`src/logic/err_trk_pkg.sv`:
```
package err_trk_pkg;

	// Receiver geometry, fixed because the frame layout depends on it
	localparam int lane_count = 48;
	localparam int err_bits = 8;
	localparam int lanes_per_frame = 16;

	// Only part of the sliding detector lanes fit in the flag frame
	localparam int sd_first_lane = 8;
	localparam int sd_lanes = 24;

	localparam int frame_bits = 144;

	// 32-bit host windows needed to cover one frame
	localparam int chunk_count = 5;

	// Register map, word offsets on the Wishbone bus
	localparam logic [2:0] reg_control = 3'd0;
	localparam logic [2:0] reg_status = 3'd1;
	localparam logic [2:0] reg_frame_addr = 3'd2;
	localparam logic [2:0] reg_data_first = 3'd3;

	// One memory word, either an error frame or the flag frame of a snapshot
	typedef union packed {
		struct packed {
			logic [15:0] pad;
			// Lane 0 of the frame sits in the low byte
			logic [lanes_per_frame-1:0][err_bits-1:0] lanes;
		} errors;
		struct packed {
			// Two bits per detector lane, lane sd_first_lane lowest
			logic [2*sd_lanes-1:0] sd;
			logic [lane_count-1:0] bitstream;
			logic [lane_count-1:0] prbs;
		} flags;
	} err_frame_u;

endpackage
```
`src/logic/error_tracker_core.sv`:
```
module error_tracker_core
	import err_trk_pkg::*;
#(
	parameter int addr_width = 12
) (
	input  logic                           clk,
	input  logic                           rstb,
	input  logic                           trigger,
	input  logic [lane_count*err_bits-1:0] errors,
	input  logic [lane_count-1:0]          prbs_flags,
	input  logic [lane_count-1:0]          bitstream,
	input  logic [2*lane_count-1:0]        sd_flags,
	input  logic                           read_req,
	input  logic                           rearm,
	input  logic [addr_width-1:0]          rd_addr,
	output logic [addr_width-1:0]          wr_ptr,
	output logic                           done,
	output logic                           mem_we_n,
	output logic [addr_width-1:0]          mem_addr,
	output err_frame_u                     mem_wdata
);

	localparam int err_frames = lane_count / lanes_per_frame;
	localparam logic [addr_width-1:0] max_addr = '1;

	localparam logic [1:0] st_ready = 2'd0;
	localparam logic [1:0] st_store = 2'd1;
	localparam logic [1:0] st_done = 2'd2;

	logic [1:0] state;
	logic [1:0] grp_cnt;
	logic rd_pend;
	logic at_end;
	logic grp_last;
	logic chain;
	logic load_snap;

	err_frame_u snap_next [4];
	err_frame_u snap [4];

	// Pack the live inputs into the four frames of one snapshot
	always_comb begin
		for (int f = 0; f < err_frames; f++) begin
			snap_next[f].errors.pad = '0;
			for (int l = 0; l < lanes_per_frame; l++) begin
				snap_next[f].errors.lanes[l] =
					errors[(f*lanes_per_frame + l)*err_bits +: err_bits];
			end
		end
		snap_next[err_frames].flags.sd = sd_flags[2*sd_first_lane +: 2*sd_lanes];
		snap_next[err_frames].flags.bitstream = bitstream;
		snap_next[err_frames].flags.prbs = prbs_flags;
	end

	assign at_end = (wr_ptr == max_addr);
	assign grp_last = (grp_cnt == 2'd3);

	// Trigger on the last write of a group starts the next group at once,
	// unless a read request is waiting
	assign chain = grp_last && trigger && !rd_pend && !read_req;

	// Track the inputs while idle; take a fresh copy when groups chain
	assign load_snap = (state == st_ready) ||
		((state == st_store) && !at_end && chain);

	always_ff @(posedge clk) begin
		if (load_snap) begin
			snap <= snap_next;
		end
	end

	always_ff @(posedge clk or negedge rstb) begin
		if (!rstb) begin
			state <= st_ready;
			grp_cnt <= '0;
			wr_ptr <= '0;
			mem_we_n <= 1'b1;
			rd_pend <= 1'b0;
		end else begin
			case (state)
				st_ready: begin
					grp_cnt <= '0;
					if (trigger) begin
						state <= st_store;
						mem_we_n <= 1'b0;
						// Read request alongside the trigger waits for the group
						rd_pend <= read_req;
					end else if (read_req) begin
						state <= st_done;
					end
				end
				st_store: begin
					if (at_end) begin
						// Last word of memory just written, pointer stays put
						state <= st_done;
						mem_we_n <= 1'b1;
						grp_cnt <= '0;
						rd_pend <= 1'b0;
					end else begin
						wr_ptr <= wr_ptr + 1'b1;
						// Wraps back to 0 after the flag frame
						grp_cnt <= grp_cnt + 2'd1;
						if (grp_last) begin
							if (!chain) begin
								mem_we_n <= 1'b1;
								rd_pend <= 1'b0;
								if (rd_pend || read_req) begin
									state <= st_done;
								end else begin
									state <= st_ready;
								end
							end
						end else begin
							rd_pend <= rd_pend | read_req;
						end
					end
				end
				st_done: begin
					mem_we_n <= 1'b1;
					if (rearm) begin
						state <= st_ready;
						wr_ptr <= '0;
						grp_cnt <= '0;
					end
				end
				default: begin
					state <= st_ready;
					mem_we_n <= 1'b1;
					grp_cnt <= '0;
					rd_pend <= 1'b0;
				end
			endcase
		end
	end

	assign done = (state == st_done);

	// Host owns the memory address once capture has stopped
	assign mem_addr = done ? rd_addr : wr_ptr;
	assign mem_wdata = snap[grp_cnt];

endmodule

```
`config.mk`:
```
export PLATFORM = sky130hd
export DESIGN_NAME = error_tracker_core
export DESIGN_NICKNAME = d
export VERILOG_FILES = /design/src/logic/err_trk_pkg.sv /design/src/logic/error_tracker_core.sv
export SDC_FILE = /design/constraint.sdc
export NUM_CORES = 1
export LEC_CHECK = 0
export ABC_AREA = 1
export BUFFER_PORTS_ARGS = -buffer_cell sky130_fd_sc_hd__buf_2
export CAP_MARGIN = 25
export CORE_AREA = 2 2 300 302
export DETAILED_ROUTE_END_ITERATION = 16
export DIE_AREA = 0 0 302 304
export PLACE_DENSITY_LB_ADDON = 0.3
export SLEW_MARGIN = 20
export SYNTH_ARGS = -nofsm -noshare
export SYNTH_HDL_FRONTEND = slang
export SYNTH_SLANG_ARGS = --single-unit
```
`constraint.sdc`:
```
create_clock -name clk -period 14.2 [get_ports clk]
set_input_delay 0.71 -clock clk [delete_from_list [all_inputs] [get_ports clk]]
set_output_delay 0.71 -clock clk [all_outputs]
set_load 0.005 [all_outputs]
```
==> summary.md <==
| Metric | Value |
|---|---|
| Internal power | `4.01 mW` |
| Routed Antenna Nets | `0` |
| Most common library cell in the layout ignoring fill and taps | `buf_2` |
| Yosys cell types | `30` |
| Worst setup margin | `9.14 ns` |
| Avg Cell Area, Syn | `14.0 µm²` |
| Area delta synth->final | `32.9%` |
| CTS root buffer | `clkbuf_16` |
| Placed cells | `3,289` |
| CTS tree | `built` |
| Psw | `around 2.1 mW` |
| Largest family of logic cells by synthesized area | `compound AO/OA/AOI/OAI gates` |
| Vias per cell | `4.29` |
| Slew Limit Headroom | `roughly two fifths` |
| Post-synthesis mux area share | `0%` |
| Setup Fix Bufs, Post-CTS | `0` |
| Fin crit share | `35.6%` |
| Rows | `110` |
| Synthesized netlist cell count | `1,473` |
| Initial antenna violation count | `22` |
| Initial Utilization | `23.2%` |
| Initial DRT Pass Iterations | `5` |
| Worst Path Required | `~14 ns` |
| Register Area | `16,300 µm²` |
| Total congestion overflow | `0` |
| Worst R2R Setup Slack | `9.14 ns` |
| Critical path class | `flop to flop` |
| Clk pwr share | `between 20% and 30%` |
| Crit start category | `flop` |
| Post-synth EDFFs | `528` |
| Pwr Density | `223 nW/µm²` |
| Clk slew on worst S/H paths | `0.06 ns` |
| RR Startpoint | `grp_cnt[0]` |
| Largest net degree at the start of global routing | `147` |
| I/O pins | `763` |
| FFs w/ async S/R, synth | `3.30%` |
| Status | `finished clean` |
| XOR/XNOR Fraction of Synth Area | `0.0424%` |
| Multi-input logic area | `between 3000 and 4000 µm²` |
| RePlAce Congestion | `0.852` |
| Commonest non-fill, non-tap cells in the layout | `buf_2 (714), edfxtp_1 (528), nor2_1 (283)` |
| Post-Syn Area | `a little over 20,000 µm²` |
| Peak VDD IR | `approximately 0.12 mV` |
| Leakage | `10.7 nW` |
| Sink Count | `546` |
| Crit path DAT | `5.29 ns` |
| Hold_buf cts | `0` |
| Hold Vio Cnt, Final | `0` |
| Core Footprint | `89,000 µm²` |
| Setup tns final | `0 ns` |
| Number of global-route vias before repair | `15,100` |
| Critical path fanouts, max | `70` |
| Via count | `14,700` |
| Worst Tran Pin Value | `0.923 ns` |
| Worst-skew pair later-pin latency | `0.62 ns` |
| Vertical die dimension | `304 µm` |
| Dominant synthesized flop cell | `edfxtp_1` |
| Critical R2R Capture | `snap[478]` |
| Total Routing Usage GR | `13.2%` |
| Die X | `302 µm` |
| Crit path time final | `5.06 ns` |
| Port bufs | `714` |
| HP Class | `input pin to async pin` |
| Sw Share | `34.6%` |
| Total CTS buffers | `60` |
| First-pass GRT wire length | `92.3 mm` |
| Share of cells above drive strength 1 | `38.2%` |
| Final net count | `2,771` |
| Max cap viols | `0` |
| Crit. End Element | `flop` |
| Register area share after synthesis | `78.9%` |
| DR iter-0 viols | `810` |
| Final WL | `~64 mm` |
| Post-synthesis simple-gate area fraction | `7.40%` |
| Post-cts resize count | `0` |
| Logic gate share of total power | `30.8%` |
| Syn. warnings | `0` |
| Post-place setup slack | `~9 ns` |
| Final Setup Violations | `0` |
| Peak Freq | `198 MHz` |
| Syn Nets | `2,068` |
| Final std cells w/o fill | `3,416` |
| DRC | `0` |
| Synth Area in Compound Gates | `10.9%` |
| H-tree lvl count | `2` |
| Detail-routed net length per standard cell | `18.6 µm` |
| Die footprint | `91,800 µm²` |
| Final Max Tran Viols | `0` |
| Part of the power in registers | `44.3%` |
| Clock skew after layout | `roughly 0.016 ns` |
| Synth Area in Adders | `0.121%` |
| RSZ-0062 raised after global routing | `false` |
| CTS Buffer Depth | `3` |
| FILL cells | `9,109` |
| Synth Register Bits | `546` |
| Worst r2r path cells | `8` |
| Dpl hpwl | `roughly 44 mm` |
[power by group through the flow]
stage	logic [mW]	clock network (mW)	registers (mW)
finish	1.89	1.53	2.72
global route	2.10	1.64	2.78
CTS	1.93	1.58	2.73
detailed placement	1.92	0	2.76
global placement	1.89	0	2.74
floorplan	1.02	0	3.01
[stage by stage]
step           total power [mW]  hold WS, ns  area [µm²]  util, %
4_1_cts                    6.24      0.00178       27400     30.8
3_3_place_gp               4.63        0.454       25500     28.6
5_1_grt                    6.52       0.0325       27500     30.9
3_5_place_dp               4.68        0.457       25500     28.6
6_report                   6.14       0.0422       27500     30.9
2_1_floorplan              4.03        0.414       20700        -
[how the worst max path moves through the flow]
stage          startpoint         to  slack, ns  depth (start not counted)
2_1_floorplan   wr_ptr[1]    snap[0]       0.90                          6
3_3_place_gp   grp_cnt[0]  snap[478]       9.25                          8
3_5_place_dp   grp_cnt[0]  snap[195]       9.05                          8
4_1_cts        grp_cnt[0]  snap[201]       9.03                          8
5_1_grt        grp_cnt[0]  snap[201]       8.71                          8
6_report       grp_cnt[0]  snap[478]       9.14                          8
[critical path, cell delays in order, from the launching register on]
cell and delay [ns]:
dfrtp_4 0.81, ha_1 0.29, nand2_1 0.06, nor2_1 0.14, nand3_1 0.17, nand2_4 0.58
buf_4 0.77, buf_4 0.83, buf_4 0.81
[synth_stat cells, types with 2 or more instances]
library cell  count  area (µm²)
a21oi_1           2        10.0
buf_2            30         150
clkbuf_1         57         214
dfrtp_1          17         425
edfxtp_1        528       15900
ha_1              2        25.0
inv_1            33         124
inv_2             7        26.3
nand2_1          59         221
nand2_2           7        43.8
nand2_4           2        22.5
nand3_1          16        80.1
nand4_1           4        25.0
nor2_1          283        1060
nor2_2            2        12.5
nor2_4            3        33.8
o21ai_0         274        1370
o21ai_1           4        20.0
o21ai_2           5        43.8
o22ai_1         128         801
[per-layer routing]
metal	GRT usage, %	part of all wire (%)	vias to the layer above
met5	0	0.19	-
met4	4.56	2.8	18
met3	4.01	8.0	118
met2	23.9	52	537
met1	14.5	37	7089
li1	-	-	6888
[area by class of cell]
cell class                 count  share of cell area (%)
inverter                      42                   0.628
clock buffer                  70                    5.60
sequential                   546                    59.4
timing repair buffer         730                    13.6
antenna                       12                   0.109
tap                         1176                    5.35
clock inverter                44                    1.47
multi-input combinational    796                    13.9
[sequential cells by signal, summed over array words and instances (netlist names)]
register,flops
rd_pend,1
state,2
wr_ptr,12
snap,528
grp_cnt,2
mem_we_n,1
[logic make-up after synthesis]
logic type,after synthesis
buffers and inverters,131
AO/OA/AOI/OAI,414
AND/OR/NAND/NOR,379
XOR/XNOR,1
flip-flops,546
adder cells (fa/ha/maj),2
Note: power is estimated with default switching activity, not from simulation.
