`src/logic/err_trk_pkg.sv`:
```
package err_trk_pkg;

	// Receiver geometry, fixed because the frame layout depends on it
	localparam int lane_count = 48;
	localparam int err_bits = 8;
	localparam int lanes_per_frame = 16;

	// Only part of the sliding detector lanes fit in the flag frame
	localparam int sd_first_lane = 8;
	localparam int sd_lanes = 24;

	localparam int frame_bits = 144;

	// 32-bit host windows needed to cover one frame
	localparam int chunk_count = 5;

	// Register map, word offsets on the Wishbone bus
	localparam logic [2:0] reg_control = 3'd0;
	localparam logic [2:0] reg_status = 3'd1;
	localparam logic [2:0] reg_frame_addr = 3'd2;
	localparam logic [2:0] reg_data_first = 3'd3;

	// One memory word, either an error frame or the flag frame of a snapshot
	typedef union packed {
		struct packed {
			logic [15:0] pad;
			// Lane 0 of the frame sits in the low byte
			logic [lanes_per_frame-1:0][err_bits-1:0] lanes;
		} errors;
		struct packed {
			// Two bits per detector lane, lane sd_first_lane lowest
			logic [2*sd_lanes-1:0] sd;
			logic [lane_count-1:0] bitstream;
			logic [lane_count-1:0] prbs;
		} flags;
	} err_frame_u;

endpackage
```
`src/logic/tracker_wb_regs.sv`:
```
module tracker_wb_regs
	import err_trk_pkg::*;
#(
	parameter int addr_width = 12
) (
	input  logic                  clk,
	input  logic                  rstb,
	input  logic                  wb_cyc,
	input  logic                  wb_stb,
	input  logic                  wb_we,
	input  logic [2:0]            wb_adr,
	input  logic [31:0]           wb_dat_w,
	input  logic [addr_width-1:0] wr_ptr,
	input  logic                  done,
	input  err_frame_u            rd_frame,
	output logic [31:0]           wb_dat_r,
	output logic                  wb_ack,
	output logic                  read_req,
	output logic                  rearm,
	output logic [addr_width-1:0] rd_addr
);

	logic req;
	logic wr_req;
	logic [2:0] win;
	logic [frame_bits-1:0] frame_flat;
	logic [31:0] rd_word;

	// New cycle seen while ack is low; ack follows on the next edge
	assign req = wb_cyc && wb_stb && !wb_ack;
	assign wr_req = req && wb_we;

	// Data window index, 0 to 4 for offsets 3 to 7
	assign win = wb_adr - reg_data_first;
	assign frame_flat = rd_frame;

	// Read decode
	always_comb begin
		rd_word = '0;
		case (wb_adr)
			reg_control: begin
				// Command bits are pulses and read as zero
				rd_word = '0;
			end
			reg_status: begin
				rd_word[addr_width-1:0] = wr_ptr;
				rd_word[31] = done;
			end
			reg_frame_addr: begin
				rd_word[addr_width-1:0] = rd_addr;
			end
			default: begin
				if (win < 3'(chunk_count - 1)) begin
					rd_word = frame_flat[win*32 +: 32];
				end else begin
					// Top window is only half used, marked with ones
					rd_word = {16'hffff, frame_flat[frame_bits-1 -: 16]};
				end
			end
		endcase
	end

	always_ff @(posedge clk or negedge rstb) begin
		if (!rstb) begin
			wb_ack <= 1'b0;
			read_req <= 1'b0;
			rearm <= 1'b0;
			rd_addr <= '0;
		end else begin
			wb_ack <= req;
			// Control bits give single-cycle strobes to the core
			read_req <= wr_req && (wb_adr == reg_control) && wb_dat_w[1];
			rearm <= wr_req && (wb_adr == reg_control) && wb_dat_w[0];
			if (wr_req && (wb_adr == reg_frame_addr)) begin
				rd_addr <= wb_dat_w[addr_width-1:0];
			end
		end
	end

	// Read data lines up with ack
	always_ff @(posedge clk) begin
		if (req) begin
			wb_dat_r <= rd_word;
		end
	end

endmodule

```
`config.mk`:
```
export PLATFORM = sky130hd
export DESIGN_NAME = tracker_wb_regs
export DESIGN_NICKNAME = d
export VERILOG_FILES = /design/src/logic/err_trk_pkg.sv /design/src/logic/tracker_wb_regs.sv
export SDC_FILE = /design/constraint.sdc
export NUM_CORES = 1
export LEC_CHECK = 0
export BUFFER_PORTS_ARGS = -buffer_cell sky130_fd_sc_hd__buf_2
export CAP_MARGIN = 30
export CELL_PAD_IN_SITES_DETAIL_PLACEMENT = 0
export CELL_PAD_IN_SITES_GLOBAL_PLACEMENT = 1
export CORE_ASPECT_RATIO = 1.1
export CORE_MARGIN = 2
export CORE_UTILIZATION = 30
export DETAILED_ROUTE_END_ITERATION = 8
export PLACE_DENSITY = 0.94
export SLEW_MARGIN = 20
export SYNTH_ARGS = -nofsm -noshare
export SYNTH_HDL_FRONTEND = slang
export SYNTH_SLANG_ARGS = --single-unit
export TNS_END_PERCENT = 50
```
`constraint.sdc`:
```
create_clock -name clk -period 6.64 [get_ports clk]
set_input_delay 0.664 -clock clk [delete_from_list [all_inputs] [get_ports clk]]
set_output_delay 0.664 -clock clk [all_outputs]
set_load 0.05 [all_outputs]
```
==> results of run 1 <==
-- cell usage in the layout (no fill, tap or decap), drive strengths merged --
master / Yosys / routed
mux2: 12 / 12
and3b: 1 / 1
buf: 10 / 228
nor3: 1 / 1
a31oi: 12 / 12
xnor2: 1 / 1
edfxtp: 32 / 32
a2bb2oi: 1 / 1
and2: 1 / 1
a22oi: 12 / 12
dfrtp: 15 / 15
o21ai: 12 / 12
nor4b: 1 / 1
mux2i: 4 / 4
o22ai: 1 / 1
nand2: 14 / 14
ha: 4 / 4
and3: 2 / 2
clkbuf: 10 / 8
nor2b: 1 / 1
inv: 2 / 2
mux4: 32 / 32
nor2: 50 / 50
nand3: 12 / 12
-- how the worst min path moves through the flow --
stage,startpoint,end,slack [ns],cells past startpoint
global placement,rd_addr[10],rd_addr[10],0.51,1
detailed placement,rd_addr[4],rd_addr[4],0.52,1
CTS,rstb,rd_addr[10],0.25,1
floorplan,rstb,rd_addr[0],0.37,0
global route,rstb,rd_addr[10],0.26,1
finish,rstb,rd_addr[6],0.26,1
-- Yosys cell counts (2+ instances only) --
cell type	count
nor2_1	50
edfxtp_1	32
mux4_2	32
dfrtp_1	15
nand2_1	13
a22oi_1	12
a31oi_1	12
nand3_1	12
o21ai_0	12
clkbuf_1	10
mux2_4	10
ha_1	4
mux2i_1	4
buf_2	3
buf_6	3
and3_1	2
buf_1	2
buf_4	2
inv_1	2
mux2_2	2
-- layout make-up --
cell class                      instances  area (um^2)  share of cell area (%)
Sequential cell                        47         1340                    30.4
Tap cell                              120          150                    3.41
Multi-Input combinational cell        174         1630                    37.1
Timing Repair Buffer                  228         1170                    26.7
Inverter                                2         7.51                   0.171
Clock buffer                            8          101                    2.30
-- power by group --
part,leakage [uW],total (uW),internal (uW),switching (uW)
clock network,0.0000506,194,97.7,96.4
logic,0.00155,318,132,187
registers,0.000496,361,346,14.6
total,0.00210,873,575,298
-- stage by stage --
stage | hold slack, ns | cell area (um^2) | power (uW) | utilization [%] | instances
CTS | 0.248 | 4370 | 884 | 44.0 | 578
detailed placement | 0.523 | 4270 | 686 | 43.0 | 570
floorplan | 0.368 | 3070 | 579 | - | 243
finish | 0.257 | 4400 | 873 | 44.3 | 579
global placement | 0.514 | 4270 | 678 | 43.0 | 570
global route | 0.259 | 4400 | 917 | 44.3 | 579
-- worst register-to-register path: stages (launching register included) --
cell and delay, ns:
dfrtp_1 0.46, nor4b_4 0.29, nand2_2 0.31, mux2_4 0.40
-- state kept, by name, summed over array words and instances (netlist names) --
signal and count:
rearm 1, rd_addr 12, wb_ack 1, wb_dat_r 32, read_req 1
-- cell families (layout without fill, tap and decap cells) --
| kind of cell | after synthesis | count (layout) |
|---|---|---|
| simple gates | 83 | 83 |
| mux | 48 | 48 |
| flops | 47 | 47 |
| compound gates | 38 | 38 |
| buf+inv | 22 | 238 |
| fa+ha+maj | 4 | 4 |
| xor+xnor | 1 | 1 |
-- routing by layer --
metal | track usage [%] | vias up | share of wire [%]
met5 | 0 | - | 0
met4 | 5.68 | 0 | 1.5
met3 | 2.59 | 11 | 6.2
met2 | 31.6 | 146 | 53
met1 | 21.0 | 1441 | 39
li1 | - | 1370 | -
==> results.md, run 1 <==
- Worst skew pair latency: 0.30 ns
- RSZ-0062 raised after global routing: no
- Buf/Inv on CP: 5
- Worst R2R Start: wb_ack
- CTS resizes: 0
- Initial antenna violation count: 0
- Pins Over Slew Limit: 0
- Final Wtd Congestion: 0.788
- Post-layout min period: 2.95 ns
- # hold bufs at CTS: 0
- CP max stage cell: buf_4
- Final-layout fill cell count: 978
- Mux share of post-synthesis cell area: 30.4%
- R2R depth: 3
- Floorplan Core Area: 9940 um^2
- Top cell type's share of synthesized area: 31.3%
- Slew margin rel.: 41.2%
- Reg-to-reg setup timing slack: 5.07 ns
- Post-CTS setup buffers: 0
- Layout cell share with drive strength beyond 1: 61.9%
- Clock slew at reported path FFs: 0.10 ns
- # setup viols final: 0
- Crit path to: wb_dat_r[31]
- All-layer global routing usage: 17.3%
- First-pass GRT wire length: 14600 um
- Worst vdd ir: 0.0849 mV
- Slew @ Worst Pin: 0.879 ns
- Compound-gate portion of the synthesized area: 7.81%
- First-pass DRT Iterations: 4
- TritonCTS Sinks: 47
- Site Rows: 38
- ANT nets after route: 0
- Seq cells post-synth: 47
- Worst setup EP type: flip-flop
- Total CTS buffers: 5
- Synth Area per Inst: 12.7 um^2
- Worst EP required: 6.78 ns
- Largest net degree at the start of global routing: 36
- Fmax achieved: 339 MHz
- Vias: 2968
- WL per Instance: 17.5 um
- Ports: 244
- Pre-CTS WS: 3.34 ns
- Final WL: 10100 um
- WS Path Type: in2reg
- Critical Path Most Common Cell: buf_4
- Final Skew: 0.00854 ns
- Critical path startpoint: wb_adr[0]
- DP Wirelength: 8110 um
- Die Height: 110 um
- Area contributors post-synth: edfxtp_1, mux4_2, dfrtp_1
- H-tree depth: 2
- Asr flop ratio synth: 31.9%
- Initial DRC count: 174
- Reg2Reg Capture Point: rd_addr[1]
- Port bufs: 223
- Post-Synth XOR/XNOR Area: 0.895%
- Status: complete, no violations
- Gate Count Post-Synth: 243
- Period Utilization, post-route: 44.4%
- Die area: 11100 um^2
- Synth area leader: edfxtp_1
- Adder-Cell Fraction of Synth Area: 1.63%
- Largest family of logic cells by synthesized area: multiplexers
- Crit-path max FO: 35
- Top FF cell, synth: edfxtp_1
- Final Hold Fails: 0
- Leak: 0.00210 uW
- Max cap viols: 0
- Vias per cell: 5.13
- TritonCTS clock tree: built
- Critical path's largest stage delay: 0.53 ns
- HP Class: in2async
- Sequential element share of the synthesized area: 43.5%
- Gr ovfl total: 0
- Synthesis Warnings: 0
- Mapped Area: 3070 um^2
- EDFF count, synth: 32
- Yosys cell types: 29
- Area share of and/or/nand/nor cells after synthesis: 12.0%
- Final worst slack: 3.69 ns
- Final setup TNS: 0 ns
- Syn Nets: 444
- CP Launch Type: input port
- Inserted Diodes: 0
- Vias in the first global route: 2944
- P per Cell Area: 198 nW/um^2
- Nets: 659
- Arrival time of the worst setup path: 3.09 ns
- Root Buffer: clkbuf_8
- Sequence of cells on the critical path: buf_2, buf_4, inv_1, ha_1, nor3_2, buf_4, nor2_2, buf_4, a2bb2oi_1, o22ai_1
- Starting Density: 30.9%
- Clock buffer depth: 2
- CP delay by family, top: buffers and inverters
- # DRC: 0
- Area grow syn2layout: 43.1%
- Die W: 101 um
- Crit path depth: 10
Power figures use the tool's default switching activity.
==> run 2, diff against run 1 <==
--- a/config.mk
+++ b/config.mk
@@ -11,9 +11,9 @@
 export CELL_PAD_IN_SITES_GLOBAL_PLACEMENT = 1
 export CORE_ASPECT_RATIO = 1.1
 export CORE_MARGIN = 2
-export CORE_UTILIZATION = 30
+export CORE_UTILIZATION = 26
 export DETAILED_ROUTE_END_ITERATION = 8
-export PLACE_DENSITY = 0.94
+export PLACE_DENSITY = 0.87
 export SLEW_MARGIN = 20
 export SYNTH_ARGS = -nofsm -noshare
 export SYNTH_HDL_FRONTEND = slang
==> constraint.sdc (replaced) <==
create_clock -name clk -period 2.6 [get_ports clk]
set_input_delay 0.26 -clock clk [delete_from_list [all_inputs] [get_ports clk]]
set_output_delay 0.26 -clock clk [all_outputs]
set_load 0.05 [all_outputs]
==> run 2 against run 1 <==
Sequential share of layout area is 0.73 points lower; critical path type unchanged; largest power group unchanged; worst setup slack worse by 2.9 ns; power grew to 2.7 times the previous value; global-route usage is 0.60 points lower.
==> results.md, run 2 (same netlist as run 1, synthesis figures left out) <==
- # setup viols final: 0
- Clock slew at reported path FFs: 0.07 ns
- Sequence of cells on the critical path: buf_2, inv_1, ha_1, nor3_2, nor2_2, a2bb2oi_1, o22ai_1
- Top Registers: wb_dat_r (32), rd_addr (12)
- P_sw: 789 uW
- Final-layout fill cell count: 1151
- Total CTS buffers: 5
- RSZ-0062 raised after global routing: no
- Pre-CTS WS: 0.463 ns
- Slew margin rel.: 35.9%
- Initial DRC count: 129
- Comb pwr share: 34.5%
- Max cap viols: 0
- CP max stage cell: nor2_2
- Leak: 0.00214 uW
- Internal Power: 1580 uW
- Vias per cell: 4.89
- Hold_ws: 0.198 ns
- Final instance area: 4510 um^2
- Worst vdd ir: 0.246 mV
- Crit path depth: 7
- H-tree depth: 2
- Worst skew pair latency: 0.29 ns
- Gr ovfl total: 0
- TritonCTS clock tree: built
- P per Cell Area: 526 nW/um^2
- Pins Over Slew Limit: 0
- Final Skew: 0.00794 ns
- Power Total: 2370 uW
- # DRC: 0
- First-pass GRT wire length: 16300 um
- Inserted Diodes: 0
- WS Path Type: in2reg
- Worst setup EP type: flip-flop
- Largest Register: wb_dat_r
- Vias: 3002
- Starting Density: 26.8%
- ANT nets after route: 0
- Final worst slack: 0.800 ns
- Ports: 244
- Layout cell share with drive strength beyond 1: 62.3%
- Critical path's largest stage delay: 0.64 ns
- Nets: 664
- Switch share: 33.3%
- DP Wirelength: 8650 um
- Final setup TNS: 0 ns
- Hold-critical path depth: 2
- Vias in the first global route: 3206
- Clock power frac: 26.5%
- Initial antenna violation count: 2
- CP Launch Type: input port
- HP Class: in2reg
- Port bufs: 223
- Arrival time of the worst setup path: 1.80 ns
- Die area: 12700 um^2
- Buf/Inv on CP: 2
- All-layer global routing usage: 16.7%
- WL per Instance: 17.3 um
- Max FFs per register: 32
- Site Rows: 41
- Area of the multi-input gates: 1630 um^2
- Fmax achieved: 555 MHz
- Final Hold Fails: 0
- Clock buffer depth: 2
- Worst EP required: 2.60 ns
- Post-layout min period: 1.80 ns
- Commonest non-fill, non-tap cell in the layout: buf_2
- Final Wtd Congestion: 0.859
- Area grow syn2layout: 46.7%
- TritonCTS Sinks: 47
- Die W: 108 um
- Status: complete, no violations
- Post-CTS setup buffers: 0
- Period Utilization, post-route: 69.2%
- Slew @ Worst Pin: 0.957 ns
- Post-DP Area: 4360 um^2
- Reg area: 1340 um^2
- Floorplan Core Area: 11500 um^2
- R2R depth: 3
- Crit-path max FO: 21
- Most frequent cells in the layout: buf_2, nor2_1, mux4_2, edfxtp_1, dfrtp_1
- CP delay by family, top: simple AND/OR/NAND/NOR gates
- Root Buffer: clkbuf_16
- Die Height: 118 um
- Final WL: 10600 um
- Largest net degree at the start of global routing: 34
- First-pass DRT Iterations: 4
- CTS resizes: 0
- Power share of the sequential group: 38.9%
==> run 2: changes by cell type in the layout (fill, tap and decap cells not counted) <==
cell / previous run / this run
clkbuf_16: 1 / 5
inv_4: 0 / 1
buf_12: 0 / 1
clkbuf_8: 5 / 0
clkinv_2: 0 / 1
clkbuf_1: 2 / 1
buf_16: 1 / 0
buf_4: 4 / 8
dlygate4sd3_1: 0 / 1
==> run 2: layer usage <==
metal | wire length [um] | part of all wire (%) | vias up | global-route usage, %
met2 | 5570 | 52 | 165 | 30.4
met4 | 259 | 2.4 | 4 | 6.65
met3 | 948 | 8.9 | 20 | 3.65
met5 | 24 | 0.23 | - | 0
li1 | - | - | 1382 | -
met1 | 3830 | 36 | 1431 | 18.6
==> run 2: worst register-to-register path: stages (launching register included) <==
cell and delay [ns]:
dfrtp_1 0.45, nor4b_4 0.29, nand2_2 0.32, mux2_4 0.40
==> run 2: through the flow <==
step | util [%] | instances
final | 39.2 | 614
after global routing | 39.2 | 614
after CTS | 39.2 | 614
after detailed placement | 37.9 | 605
after global placement | 37.9 | 605
after floorplan | - | 243
==> run 2: timing repair <==
item / in CTS / in global routing
hold buffers: 1 / 0
hold endpoints to repair: 15 / 0
endpoints found under the setup margin: 0 / 0
==> run 2: path summary, 6_finish.rpt <==
path / from / endpoint / slack (ns)
max reg2reg: wb_ack / rd_addr[6] / 1.02
max: wb_adr[0] / wb_dat_r[31] / 0.80
min: wb_dat_w[2] / rd_addr[2] / 0.20
min in group asynchronous: rstb / rd_addr[4] / 0.41
min reg2reg: rd_addr[4] / rd_addr[4] / 0.54
max in group asynchronous: rstb / rd_addr[1] / 1.93
==> run 2: area by class of cell <==
type                    instances  share of cell area, %
clock buffers                   6                   2.86
flip-flops and latches         47                   29.6
well taps                     150                   4.16
inverters                       2                  0.166
multi-input cells             174                   36.2
clock inverters                 2                  0.250
repair buffers                233                   26.7
==> run 2: power by group through the flow <==
stage	Sequential (uW)	Clock [uW]	Combinational, uW
floorplan	1160	0	320
CTS	923	648	828
finish	923	628	819
detailed placement	938	0	825
global route	930	674	878
global placement	935	0	808
